[src/verilog/ooo_pkg.sv]
package ooo_pkg;

    localparam int XLEN      = 32;
    localparam int ARCH_REGS = 32;
    localparam int PHYS_REGS = 64;
    localparam int ROB_DEPTH = 16;

    typedef logic [XLEN-1:0]                word_t;
    typedef logic [$clog2(ARCH_REGS)-1:0]   arch_reg_t;
    typedef logic [$clog2(PHYS_REGS)-1:0]   phys_tag_t;
    typedef logic [$clog2(ROB_DEPTH)-1:0]   rob_idx_t;

    typedef enum logic [2:0] {
        ALU_ADD,
        ALU_SUB,
        ALU_AND,
        ALU_OR,
        ALU_XOR,
        ALU_SLT
    } alu_op_t;

    // RV32 major opcodes and funct7 values
    localparam logic [6:0] OP_REG = 7'b0110011;
    localparam logic [6:0] OP_IMM = 7'b0010011;
    localparam logic [6:0] F7_SUB = 7'b0100000;
    localparam logic [6:0] F7_MUL = 7'b0000001;

    typedef struct packed {
        alu_op_t   op;
        logic      use_imm;
        word_t     imm;
        phys_tag_t dest;
        rob_idx_t  rob;
    } alu_entry_t;

    typedef struct packed {
        phys_tag_t dest;
        rob_idx_t  rob;
    } mul_entry_t;

endpackage

[src/verilog/decode_rename.sv]
`timescale 1ns/100ps

module decode_rename (
    input  logic                clk,
    input  logic                reset,
    input  logic                in_valid,
    input  ooo_pkg::word_t      in_word,
    output logic                in_ready,
    input  logic                rob_full,
    input  ooo_pkg::rob_idx_t   alloc_idx,
    input  logic                alu_rs_full,
    input  logic                mul_rs_full,
    input  logic                free_valid,
    input  ooo_pkg::phys_tag_t  free_tag,
    output ooo_pkg::phys_tag_t  src1_tag,
    output ooo_pkg::phys_tag_t  src2_tag,
    output logic                alu_dispatch,
    output logic                mul_dispatch,
    output ooo_pkg::alu_entry_t alu_payload,
    output ooo_pkg::mul_entry_t mul_payload,
    output logic                alloc_valid,
    output ooo_pkg::arch_reg_t  alloc_rd,
    output ooo_pkg::phys_tag_t  alloc_new_tag,
    output ooo_pkg::phys_tag_t  alloc_old_tag,
    output logic                alloc_has_dest
);
    import ooo_pkg::*;

    localparam int FL_DEPTH = PHYS_REGS - ARCH_REGS;
    localparam int FL_W     = $clog2(FL_DEPTH);

    phys_tag_t       rat [ARCH_REGS];
    phys_tag_t       free_list [FL_DEPTH];
    logic [FL_W-1:0] fl_head, fl_tail;
    logic [FL_W:0]   fl_count;

    logic [6:0] opcode, funct7;
    logic [2:0] funct3;
    arch_reg_t  rd, rs1, rs2;
    word_t      imm;
    alu_op_t    op;
    logic       supported, is_mul, is_reg, has_dest, pop, target_full;

    function automatic logic [FL_W-1:0] fl_next(logic [FL_W-1:0] p);
        return (p == FL_W'(FL_DEPTH - 1)) ? '0 : p + 1'b1;
    endfunction

    assign opcode = in_word[6:0];
    assign rd     = in_word[11:7];
    assign funct3 = in_word[14:12];
    assign rs1    = in_word[19:15];
    assign rs2    = in_word[24:20];
    assign funct7 = in_word[31:25];
    assign imm    = {{(XLEN-12){in_word[31]}}, in_word[31:20]};
    assign is_reg = opcode == OP_REG;

    always_comb begin
        op        = ALU_ADD;
        supported = 1'b1;
        is_mul    = 1'b0;
        case (funct3)
            3'b000:  op = (is_reg && funct7 == F7_SUB) ? ALU_SUB : ALU_ADD;
            3'b010:  op = ALU_SLT;
            3'b100:  op = ALU_XOR;
            3'b110:  op = ALU_OR;
            3'b111:  op = ALU_AND;
            default: supported = 1'b0;
        endcase
        if (is_reg) begin
            if (funct7 == F7_MUL) begin
                is_mul    = funct3 == 3'b000;   // only the low-word mul
                supported = is_mul;
            end else if (funct7 == F7_SUB) begin
                supported = supported && funct3 == 3'b000;
            end else if (funct7 != 7'b0) begin
                supported = 1'b0;
            end
        end else if (opcode != OP_IMM) begin
            supported = 1'b0;
        end
    end

    assign has_dest    = supported && rd != '0;
    assign target_full = is_mul ? mul_rs_full : alu_rs_full;
    assign in_ready    = !rob_full && !target_full && !(has_dest && fl_count == '0);
    assign alloc_valid = in_valid && in_ready;
    assign pop         = alloc_valid && has_dest;

    assign alu_dispatch = alloc_valid && !is_mul;
    assign mul_dispatch = alloc_valid && is_mul;

    // anything unsupported runs as add of tag 0 to tag 0
    assign src1_tag = supported ? rat[rs1] : '0;
    assign src2_tag = (supported && is_reg) ? rat[rs2] : '0;

    assign alloc_rd       = has_dest ? rd : '0;
    assign alloc_new_tag  = has_dest ? free_list[fl_head] : '0;
    assign alloc_old_tag  = rat[rd];
    assign alloc_has_dest = has_dest;

    assign alu_payload = '{op: op, use_imm: supported && !is_reg, imm: imm,
                           dest: alloc_new_tag, rob: alloc_idx};
    assign mul_payload = '{dest: alloc_new_tag, rob: alloc_idx};

    always_ff @(posedge clk) begin
        if (reset) begin
            for (int i = 0; i < ARCH_REGS; i++) begin
                rat[i] <= phys_tag_t'(i);
            end
            for (int i = 0; i < FL_DEPTH; i++) begin
                free_list[i] <= phys_tag_t'(ARCH_REGS + i);
            end
            fl_head  <= '0;
            fl_tail  <= '0;
            fl_count <= (FL_W+1)'(FL_DEPTH);
        end else begin
            if (pop) begin
                rat[rd] <= free_list[fl_head];
                fl_head <= fl_next(fl_head);
            end
            if (free_valid) begin   // old tag of a committed write
                free_list[fl_tail] <= free_tag;
                fl_tail            <= fl_next(fl_tail);
            end
            fl_count <= fl_count + (FL_W+1)'(free_valid) - (FL_W+1)'(pop);
        end
    end

endmodule

[config.mk]
export PLATFORM = sky130hd
export DESIGN_NAME = decode_rename
export DESIGN_NICKNAME = d
export VERILOG_FILES = /design/src/verilog/ooo_pkg.sv /design/src/verilog/decode_rename.sv
export SDC_FILE = /design/constraint.sdc
export NUM_CORES = 1
export LEC_CHECK = 0
export BUFFER_PORTS_ARGS = -buffer_cell sky130_fd_sc_hd__buf_4
export CORE_AREA = 10 10 237 239
export CTS_BUF_LIST = sky130_fd_sc_hd__clkbuf_16
export DETAILED_ROUTE_END_ITERATION = 6
export DIE_AREA = 0 0 247 249
export GPL_TIMING_DRIVEN = 0
export PLACE_DENSITY = 0.68
export RECOVER_POWER = 50
export SYNTH_ARGS = -nofsm -noshare
export SYNTH_HDL_FRONTEND = slang
export SYNTH_SLANG_ARGS = --single-unit
[constraint.sdc]
create_clock -name clk -period 6.1 [get_ports clk]
set_clock_uncertainty 0.15 [all_clocks]
set_input_delay 1.22 -clock clk [delete_from_list [all_inputs] [get_ports clk]]
set_output_delay 1.22 -clock clk [all_outputs]
set_load 0.02 [all_outputs]
== Word-level counts from Yosys, hierarchy flattened ==
Memory sizes are Yosys's and may differ from the RTL's. A register that Yosys moved wholly into a read port is not among the register bits.
Cells that the tools add are included.

* Register bits: 16
* RAM bits: 384
* Input bits: 49
* Output and inout bits: 90
* Memories kept: 2

* Add/sub/neg operators: 4
* Equality and inequality tests: 10
* Muxes and demuxes: 33
* Reduce and logical (&&, ||, !) cells: 24

{| class="wikitable"
|+ Memories
! name !! depth !! bits a word !! read ports !! clocked after memory_dff !! write ports !! RTL line !! RTL
|-
| free_list || 32 || 6 || 1 || 1 || 32 || decode_rename.sv:33 || <nowiki>phys_tag_t free_list [FL_DEPTH];</nowiki>
|-
| rat || 32 || 6 || 3 || 0 || 32 || decode_rename.sv:32 || <nowiki>phys_tag_t rat [ARCH_REGS];</nowiki>
|}

{| class="wikitable"
|+ Operators with widths
! operator !! count
|-
| $mux 5 || 7
|-
| $mux 6 || 5
|-
| $mux 1 || 20
|-
| $pmux 3 s5 || 1
|-
| $eq 7x6->1 const B || 2
|-
| $logic_and 1x1->1 || 12
|-
| $reduce_or 6->1 || 2
|-
| $add 5x1->5 const B || 2
|-
| $eq 5x5->1 const B || 2
|-
| $eq 3x3->1 const B || 3
|-
| $eq 7x1->1 const B || 1
|-
| $ne 7x5->1 const B || 1
|-
| $reduce_bool 7->1 || 1
|-
| $add 6x1->6 || 1
|-
| $logic_not 6->1 || 1
|-
| $sub 6x1->6 || 1
|-
| $logic_not 1->1 || 5
|-
| $reduce_bool 5->1 || 1
|-
| $reduce_or 5->1 || 1
|-
| $eq 3x2->1 const B || 1
|-
| $logic_not 3->1 || 1
|}

== Depth between registers and ports, before layout ==
Gate-level depths: netlist of the first run.

* Depth after elaboration: 18
* Gate-level depth with buffers: 18
* Mapped depth without buffers: 17

== Worst setup path before layout of the first run ==
No wires, ideal clock.

* Path kind: input -> register
* Start: input in_word[10]
* End: register fl_count[4]
* Setup time: 0.128 ns
* Data arrival time: 4.222 ns
* Required time: 5.822 ns
* Setup slack: 1.600 ns
* Stages: 18
* Path buffers: 3
* Path through: clkbuf_2 or3_1 buf_4 o311ai_1 nor3_1 o211ai_1 inv_2 buf_1 ha_1 inv_1 ha_1 inv_1 fa_1 inv_1 a21oi_1 o21bai_1 xnor2_1 nor2_1

* Word-level cells in the longest chain between the ends: 8

{| class="wikitable"
|+ Ends and longest elaborated chain
! item !! RTL line !! RTL
|-
| from (decl) || decode_rename.sv:7 || <nowiki>input ooo_pkg::word_t in_word,</nowiki>
|-
| $reduce_bool 5->1 (*) || decode_rename.sv:83 || <nowiki>assign has_dest = supported && rd != '0;</nowiki>
|-
| $logic_and 1x1->1 (*) || decode_rename.sv:83 ||
|-
| $logic_and 1x1->1 || decode_rename.sv:85 || <nowiki>assign in_ready = !rob_full && !target_full && !(has_dest && fl_count == '0);</nowiki>
|-
| $logic_not 1->1 || decode_rename.sv:85 ||
|-
| $logic_and 1x1->1 || decode_rename.sv:85 ||
|-
| $logic_and 1x1->1 || decode_rename.sv:86 || <nowiki>assign alloc_valid = in_valid && in_ready;</nowiki>
|-
| $logic_and 1x1->1 (*) || decode_rename.sv:87 || <nowiki>assign pop = alloc_valid && has_dest;</nowiki>
|-
| $sub 6x1->6 (*) || decode_rename.sv:125 || <nowiki>fl_count <= fl_count + (FL_W+1)'(free_valid) - (FL_W+1)'(pop);</nowiki>
|-
| to (signal assigned) || decode_rename.sv:115 || <nowiki>fl_count <= (FL_W+1)'(FL_DEPTH);</nowiki>
|-
| to (signal assigned) || decode_rename.sv:125 ||
|-
| to (decl) || decode_rename.sv:35 || <nowiki>logic [FL_W:0] fl_count;</nowiki>
|}

Mark *: on every way between the ends. The rest lies on a longest branch, timed or not.
A chain may end at the register's enable or synchronous reset.

==> results.yml, run 1 <==
yosys:
  synth_top_area_cell: "edfxtp_1"
  synth.avg_cell_area_sq_um: 13.8
  synth_seq_cells: 405
  yosys.area.top_type_share_pct: 50.3
  synthTopCellsByCount: "edfxtp_1, mux4_2, clkbuf_1"
  netlist_area_sq_um: 22900
  synth_warnings: 0
  synthDistinctLibCells: 68
  yosys_most_used_dff: "edfxtp_1"
  synth_async_sr_flop_share_pct: 0
  netlist_instances: 1665
  synth.yosys.seq_area_share_pct: 52.1
  synth-edff-count: 384
  synth.most_common_cell: "edfxtp_1"
  synthTopCellsByArea: "edfxtp_1, mux4_2, nor3_1"
worst_setup_path:
  critPathArrivalTime_ps: 4430
  endpoint_kind: "output port"
  path_delay_family: "buffers and inverters"
  worst-path-stages: 9
  path_cells: "buf_2 > clkbuf_1 > mux4_2 > mux4_2 > mux2i_1 > buf_2 > nor2_1 > buf_4 > buf_4"
  crit_path_top_delay_cell: "clkbuf_1"
  crit_fanout: 10
  r2r_cells: 18
  cp.buffers_inverters: 5
  cp.required_ps: 4730
  critPathMaxStageDelay_ps: 720
  path_class: "reg2out"
  start_kind: "flip-flop"
cts:
  cts_tree: "yes"
  cts_hold_buffers: 0
  clkTransAtPathRegs_ps: 60
  cts_buffers: 43
  ctsResizeCount: 0
  clock-sinks: 405
  cts_setup_buffers: 0
  cts_root_buffer: "clkbuf_16"
  clockBufferDepth: 3
  insertion_delay_ps: 600
  h-tree-depth: 2
pwr:
  peakVddDrop_uv: 230
  p_leak_nw: 7.68
  power_per_cell_area_nw_per_um2: 249
  total_power_mw: 6.48
run_status:
  status: "complete, but fails checks"
  violations: "max-capacitance violations, max-slew violations"
timing:
  drv_slew: 7
  period_needed_ps: 5800
  fin_crit_sh_pct: 95.1
  rsz0062_at_grt: "no"
  worst_slack_ps: 302
  setup_viol: 0
  hold_viol_final: 0
  max_clock_freq_ghz: 0.172
  slew_headroom_pct: -69.6
  holdWs_ps: 351
  fin_setup_tns_ps: 0
  tightest_slew_ps: 2480
placement:
  dp_hpwl_mm: 60.1
  io_buffers: 127
  dp_slack_ps: 512
  gp_congestion: 1.02
cells_and_area:
  fill_cells: 4376
  drive_above_1_share_pct: 27.7
  multi_input_area_sq_um: 9740
  syn2layout_area_growth_pct: 13.4
  fin_nets: 1907
  ff_latch_area_sq_um: 12000
drt:
  wl_per_cell_microns: 31.4
  dr.pass1.iters: 5
  routed_wl_mm: 80.2
  ant_nets: 0
  drc: 0
  viasPerCell: 6.61
  drtIter0Drc: 2304
  route.vias.total: 16900
floorplan:
  die_h_microns: 249
  ios: 139
  start_util_pct: 44.8
  die-area_sq_um: 61500
  rows: 83
  core_sq_um: 51200
  fp.dieW_microns: 247
job:
  max_cap_violations: 1
global_routing:
  antenna_found_initial: 3
  grt_pass1_wl_mm: 116
  grt_overflow_total: 0
  grt.total_usage_pct: 25.8
  first_global_vias: 17100
  grt_max_degree: 23
min_path:
  hold_class: "reg2reg"
  hold_path_depth: 2
==> final timing paths <==
kind,endpoint,slack (ps),start
min reg2reg,flip-flop,350,fl_head[4]$_SDFFE_PP0N_
max,alu_payload[4],300,flip-flop
min,flip-flop,350,fl_head[4]$_SDFFE_PP0N_
max reg2reg,fl_count[4]$_SDFF_PP0_,1280,fl_count[2]$_SDFF_PP0_
==> routing by layer <==
layer / global-route usage, % / part of all wire (%) / vias to the layer above
met5: 0 / 0.046 / -
met1: 31.1 / 34 / 8419
met4: 15.6 / 6.2 / 4
li1: - / - / 6928
met2: 41.0 / 48 / 1272
met3: 6.73 / 12 / 258
==> sequential cells by signal (all words and copies together) (netlist names), named ones only <==
register / count
fl_count: 6
fl_head: 5
fl_tail: 5
free_list: 192
rat: 192
==> cell usage in the layout (no fill, tap or decap), types with 13 or more instances in the layout <==
master,count
a21oi_1,19
a22oi_1,24
and2_0,27
and2_1,14
buf_1,15
buf_2,34
buf_4,139
clkbuf_1,144
clkbuf_16,43
clkbuf_4,21
dfxtp_1,21
edfxtp_1,384
ha_1,15
inv_1,40
mux2i_1,26
mux4_2,217
nand2_1,81
nand3_1,37
nand4_1,44
nor2_1,83
nor2b_1,13
nor3_1,107
nor4_1,37
o21bai_1,27
or2_0,28
or3_1,68
==> tightest hold or removal path, cell delays in order, from the launching register on <==
cell and delay, ps:
dfxtp_1 310, o41ai_1 60, a21oi_1 70
==> metrics by stage <==
| step | cell area [sq um] | std cells | util [%] |
|---|---|---|---|
| after floorplan | 23000 | 1670 | - |
| after global placement | 24800 | 2477 | 48.4 |
| after detailed placement | 24800 | 2477 | 48.4 |
| after CTS | 26100 | 2554 | 51.0 |
| after global routing | 26000 | 2555 | 50.8 |
| final | 26000 | 2555 | 50.8 |
==> cells by family after synthesis <==
kind of cell,Yosys count,synth area share [%]
other,1,0.0163
DFF,405,52.1
buffers and inverters,262,5.55
AOI/OAI and AO/OA,130,4.22
and+or+nand+nor,598,14.3
xor gates and xnor gates,4,0.153
adders and majority gates,16,0.906
muxes,249,22.8
==> report_power, final <==
group	total, mW	switching (mW)	internal [mW]
clock network	2.54	1.16	1.38
registers	3.14	0.0405	3.10
logic	0.799	0.502	0.296
==> area by class of cell <==
class,instances,share of cell area (%)
multi-input cells,1003,37.4
flip-flops and latches,405,46.0
repair buffers,127,3.33
diodes,1,0.00962
clock inverters,34,0.962
well taps,680,3.27
clock buffers,43,4.14
inverters,31,0.447
plain buffers,231,4.43
No activity file was read; power rests on OpenSTA's default activity.
==> inputs of run 2 (changes only) <==
Settings changed: ABC_AREA set to 1, CORE_AREA 10 10 237 239 to 10 10 236 238, DIE_AREA 0 0 247 249 to 0 0 246 248.
Clock period 6.1 ns to 5.7 ns, I/O delays scaled along.
==> run 2 against run 1 <==
  * The flow now finishes without violations
  * Register-to-register slack better by 930 ps
  * Cell count is 39% higher
  * Via count is 32% higher
  * Sequential power is 7.6% higher
  * Global-route usage is 9.2 points higher
  * Sequential share of layout area is 0.51 points higher
  * Hold slack better by 8.6 ps
  * Largest cell class unchanged
  * Largest power group unchanged
  * Highest routed layer is now met4
==> results.yml, run 2 <==
pwr:
  power_per_cell_area_nw_per_um2: 272
  peakVddDrop_uv: 326
  p_leak_nw: 9.21
drt:
  wl_per_cell_microns: 31.1
  route.vias.total: 22300
  drc: 0
  dr.pass1.iters: 6
  drtIter0Drc: 3932
  viasPerCell: 6.29
  ant_nets: 0
  routed_wl_mm: 110
worst_setup_path:
  cp.required_ps: 4410
  start_kind: "input port"
  r2r_slack_ps: 2210
  path_class: "in2out"
  crit_fanout: 10
  critPathArrivalTime_ps: 4280
  r2r_cells: 9
  r2r-end: "rat[1][0]$_SDFFCE_PN1P_"
  endpoint_kind: "output port"
cts:
  h-tree-depth: 2
  cts_root_buffer: "clkbuf_16"
  insertion_delay_ps: 560
  cts_setup_buffers: 0
  clockBufferDepth: 3
  clock-sinks: 405
  cts_hold_buffers: 0
  clkTransAtPathRegs_ps: 60
  ctsResizeCount: 0
  cts_buffers: 40
  cts_tree: "yes"
yosys:
  synthTopCellsByCount: "nand2_1, nor2_1, edfxtp_1"
  yosys_most_used_dff: "edfxtp_1"
  synth.avg_cell_area_sq_um: 8.52
  synthTopCellsByArea: "edfxtp_1, nand2_1, nor2_1"
  synth_top_area_cell: "edfxtp_1"
  netlist_area_sq_um: 22700
  synth.most_common_cell: "nand2_1"
  synth_warnings: 0
  synth.yosys.seq_area_share_pct: 52.7
  netlist_instances: 2662
  synth_async_sr_flop_share_pct: 0
  synth_seq_cells: 405
  yosys.area.top_type_share_pct: 50.8
  synthDistinctLibCells: 41
  synth-edff-count: 384
timing:
  drv_slew: 0
  tightest_slew_ps: 1310
  period_needed_ps: 5570
  rsz0062_at_grt: "no"
  fin_setup_tns_ps: 0
  max_clock_freq_ghz: 0.180
  slew_headroom_pct: 12.0
  hold_viol_final: 0
  setup_viol: 0
  fin_crit_sh_pct: 97.7
cells_and_area:
  final_common_cell: "nand2_1"
  fin_cells: 3551
  final_cell_mix: "nand2_1, nor2_1, edfxtp_1, nand3_1, o21ai_0"
  final_design_area_no_fill_sq_um: 25700
  fill_cells: 4891
  syn2layout_area_growth_pct: 13.4
  num_antenna_cells: 0
  fin_nets: 2904
  reg_top3: "free_list (192), rat (192), fl_count (6)"
  drive_above_1_share_pct: 9.89
  final_util_pct: 50.4
  multi_input_area_sq_um: 8910
  ff_latch_area_sq_um: 12000
global_routing:
  antenna_found_initial: 0
  grt_pass1_wl_mm: 152
  grt_overflow_total: 0
  first_global_vias: 20600
  grt_max_degree: 25
  grt.total_usage_pct: 35.0
floorplan:
  core_sq_um: 51000
  die-area_sq_um: 61000
  start_util_pct: 44.5
  ios: 139
  die_h_microns: 248
  rows: 83
  fp.dieW_microns: 246
run_status:
  status: "complete, no violations"
placement:
  placed_cells: 3477
  dp_hpwl_mm: 85.5
  placed_area_sq_um: 24500
  gp_congestion: 1.06
  io_buffers: 130
min_path:
  hold_path_depth: 2
  min_from: "fl_head[4]$_SDFFE_PP0N_"
  hold_class: "reg2reg"
  min_to: "fl_head[4]$_SDFFE_PP0N_"
job:
  max_cap_violations: 0
[run 2: cell types whose count changed after synthesis, sizes merged, moves of 107 or more]
cell   before  now
nand2      81  567
a21oi      19  134
mux4      217    0
nor2       83  404
inv        31  138
o21ai       6  178
nand3      38  231
[run 2: per-layer routing]
| layer | up-vias | share of wire [%] | track usage (%) |
|---|---|---|---|
| met3 | 353 | 11 | 6.41 |
| met4 | 0 | 7.5 | 23.1 |
| met1 | 10600 | 36 | 42.5 |
| li1 | 9618 | - | - |
| met5 | - | 0 | 0 |
| met2 | 1747 | 46 | 56.7 |
[run 2: worst max-delay path by stage]
stage | from | end | slack, ps | depth (start not counted)
final | in_word[15] | src1_tag[0] | 130 | 8
after detailed placement | in_word[21] | src2_tag[4] | 360 | 9
after global placement | in_word[15] | src1_tag[0] | 370 | 8
after floorplan | in_word[15] | src1_tag[5] | 1630 | 7
after CTS | in_word[21] | src2_tag[4] | 360 | 9
after global routing | in_word[31] | alloc_rd[2] | 140 | 11
[run 2: layout make-up]
type,instances,share of cell area (%)
tap,680,3.31
clock inverter,32,1.02
clock buffer,42,4.09
buffer,267,4.95
multi-input combinational,1855,34.7
sequential,405,46.5
inverter,140,2.04
timing repair buffer,130,3.46
[run 2: cells by family (layout without fill, tap and decap cells)]
group           after synthesis  after routing  synth area share (%)
fa+ha+maj                    16             16                 0.916
buf+inv                     407            611                  7.97
compound gates              503            503                  13.4
simple gates               1330           1330                  25.0
flops                       405            405                  52.7
other cells                   1              6                0.0165
[run 2: worst max-delay path, cell delays in order]
cell	delay (ps)
clkbuf_1	240
clkbuf_1	480
clkbuf_1	670
a21oi_1	150
o311ai_0	920
nand2_1	290
a21oi_1	210
buf_4	160
[run 2: metrics by stage]
step / hold WS, ps / total power [mW] / setup slack [ps]
global route: 397 / 7.16 / 143
CTS: 369 / 6.97 / 357
finish: 359 / 7.00 / 130
floorplan: 314 / 3.92 / 1630
global placement: 348 / 4.35 / 366
detailed placement: 357 / 4.36 / 365
[run 2: power by group]
part | switching, mW | internal [mW] | total (mW)
sequential | 0.0649 | 3.31 | 3.38
combinational | 0.702 | 0.242 | 0.944
clock | 1.15 | 1.52 | 2.68
==> inputs of run 3 (changes only) <==
Settings changed: PLACE_DENSITY 0.68 to 0.64.
==> run 3 against run 2 <==
  * Sequential cell count unchanged
  * Sequential power about the same
  * The flow now finishes with violations (design-rule violations)
  * Hold slack got worse by 8.0 ps
  * Sequential share of layout area decreased by 0.16 points
  * Die area unchanged
  * Global-route usage decreased by 1.3 points
  * Cell count increased by 0.14%
  * Register-to-register slack got worse by 80 ps
  * Worst setup slack improved by 200 ps
  * Highest routed layer unchanged
  * Fmax increased by 3.7%
  * Via count decreased by 0.17%
==> results.yml, run 3 (synthesized netlist as in run 2, its figures left out) <==
worst_setup_path:
  path_cells: "buf_2 > inv_2 > clkbuf_1 > clkbuf_1 > a21oi_1 > o21ai_0 > nand3_1 > a21oi_1 > nor3_1 > buf_4"
  critPathMaxStageDelay_ps: 850
  cp.buffers_inverters: 5
  path_delay_family: "buffers and inverters"
  endpoint_kind: "output port"
  critPathArrivalTime_ps: 4080
  start_kind: "input port"
  crit_path_top_delay_cell: "clkbuf_1"
  cp.required_ps: 4410
  path_class: "in2out"
  crit_fanout: 10
floorplan:
  fp.dieW_microns: 246
  rows: 83
  die_h_microns: 248
  core_sq_um: 51000
  ios: 139
  die-area_sq_um: 61000
  start_util_pct: 44.5
cells_and_area:
  final_cell_mix: "nand2_1, nor2_1, edfxtp_1, nand3_1, o21ai_0"
  final_common_cell: "nand2_1"
  fin_nets: 2907
  final_util_pct: 50.6
  reg_top3: "free_list (192), rat (192), fl_count (6)"
  fill_cells: 4857
  syn2layout_area_growth_pct: 13.7
  drive_above_1_share_pct: 10.3
min_path:
  hold_class: "reg2reg"
global_routing:
  grt_overflow_total: 0
  grt_pass1_wl_mm: 148
  grt.total_usage_pct: 33.7
  grt_max_degree: 25
  antenna_found_initial: 0
  first_global_vias: 20700
timing:
  max_clock_freq_ghz: 0.186
  period_needed_ps: 5370
  slew_headroom_pct: 7.88
  rsz0062_at_grt: "no"
  fin_setup_tns_ps: 0
  drv_slew: 0
  hold_viol_final: 0
  setup_viol: 0
  tightest_slew_ps: 1370
  fin_crit_sh_pct: 94.3
drt:
  dr.pass1.iters: 7
  routed_wl_mm: 106
  viasPerCell: 6.27
  ant_nets: 0
  drc: 4
  drtIter0Drc: 3800
  route.vias.total: 22300
  wl_per_cell_microns: 29.8
pwr:
  peakVddDrop_uv: 241
  p_leak_nw: 9.24
  power_per_cell_area_nw_per_um2: 274
cts:
  cts_hold_buffers: 0
  cts_root_buffer: "clkbuf_16"
  cts_buffers: 43
  insertion_delay_ps: 590
  cts_setup_buffers: 0
  ctsResizeCount: 0
  cts_tree: "yes"
  clkTransAtPathRegs_ps: 60
  clockBufferDepth: 3
  clock-sinks: 405
  h-tree-depth: 2
run_status:
  status: "complete, but fails checks"
  violations: "design-rule violations"
placement:
  dp_hpwl_mm: 81.3
  io_buffers: 130
  gp_congestion: 1.09
job:
  max_cap_violations: 0
[run 3: cell count changes in the layout (fill, tap and decap cells not counted), sizes merged]
cell	delta
buf	+3
clkbuf	-1
clkinv	+10
diode	+1
inv	-8
[run 3: path summary, 6_finish.rpt]
check | start | end | slack (ps) | cells after the start
worst max-delay path | in_word[20] | src2_tag[0] | 330 | 10
worst max register to register | flip-flop | rat[22][4]$_SDFFCE_PN1P_ | 2130 | 9
worst min register to register | fl_head[4]$_SDFFE_PP0N_ | flip-flop | 350 | 2
worst min-delay path | fl_head[4]$_SDFFE_PP0N_ | flip-flop | 350 | 2
[run 3: tightest hold or removal path: stages (launching register included)]
cell	delay [ps]
dfxtp_1	320
nand2_1	60
a21oi_1	70
[run 3: per-stage QoR]
stage / power [mW] / instances / worst slack (ps) / hold WS, ps / instance area (sq um)
final: 7.07 / 3556 / 327 / 351 / 25800
after CTS: 7.04 / 3555 / 505 / 344 / 25900
after detailed placement: 4.33 / 3477 / 495 / 339 / 24500
after global placement: 4.32 / 3477 / 451 / 327 / 24500
after floorplan: 3.92 / 2667 / 1630 / 314 / 22700
after global routing: 7.24 / 3555 / 280 / 351 / 25800
[run 3: final cells by class]
type	instances	area [sq um]	share of cell area, %
flip-flops and latches	405	12000	46.3
inverters	140	526	2.04
well taps	680	851	3.30
multi-input cells	1855	8920	34.6
repair buffers	130	893	3.46
diodes	1	2.50	0.00970
clock inverters	34	277	1.07
clock buffers	44	1100	4.27
plain buffers	267	1280	4.97
[run 3: where the power goes]
group          internal (mW)  total [mW]  switching [mW]
sequential              3.31        3.38          0.0651
combinational          0.241       0.919           0.679
clock                   1.59        2.77            1.19
total                   5.14        7.07            1.93
[run 3: per-layer routing]
| layer | wire [microns] | up-vias | track usage [%] | share of wire [%] |
|---|---|---|---|---|
| met1 | 37600 | 10500 | 40.2 | 35 |
| met3 | 12200 | 442 | 7.72 | 12 |
| met2 | 47900 | 1737 | 53.9 | 45 |
| met5 | 0 | - | 0 | 0 |
| met4 | 8390 | 0 | 22.9 | 7.9 |
| li1 | - | 9623 | - | - |
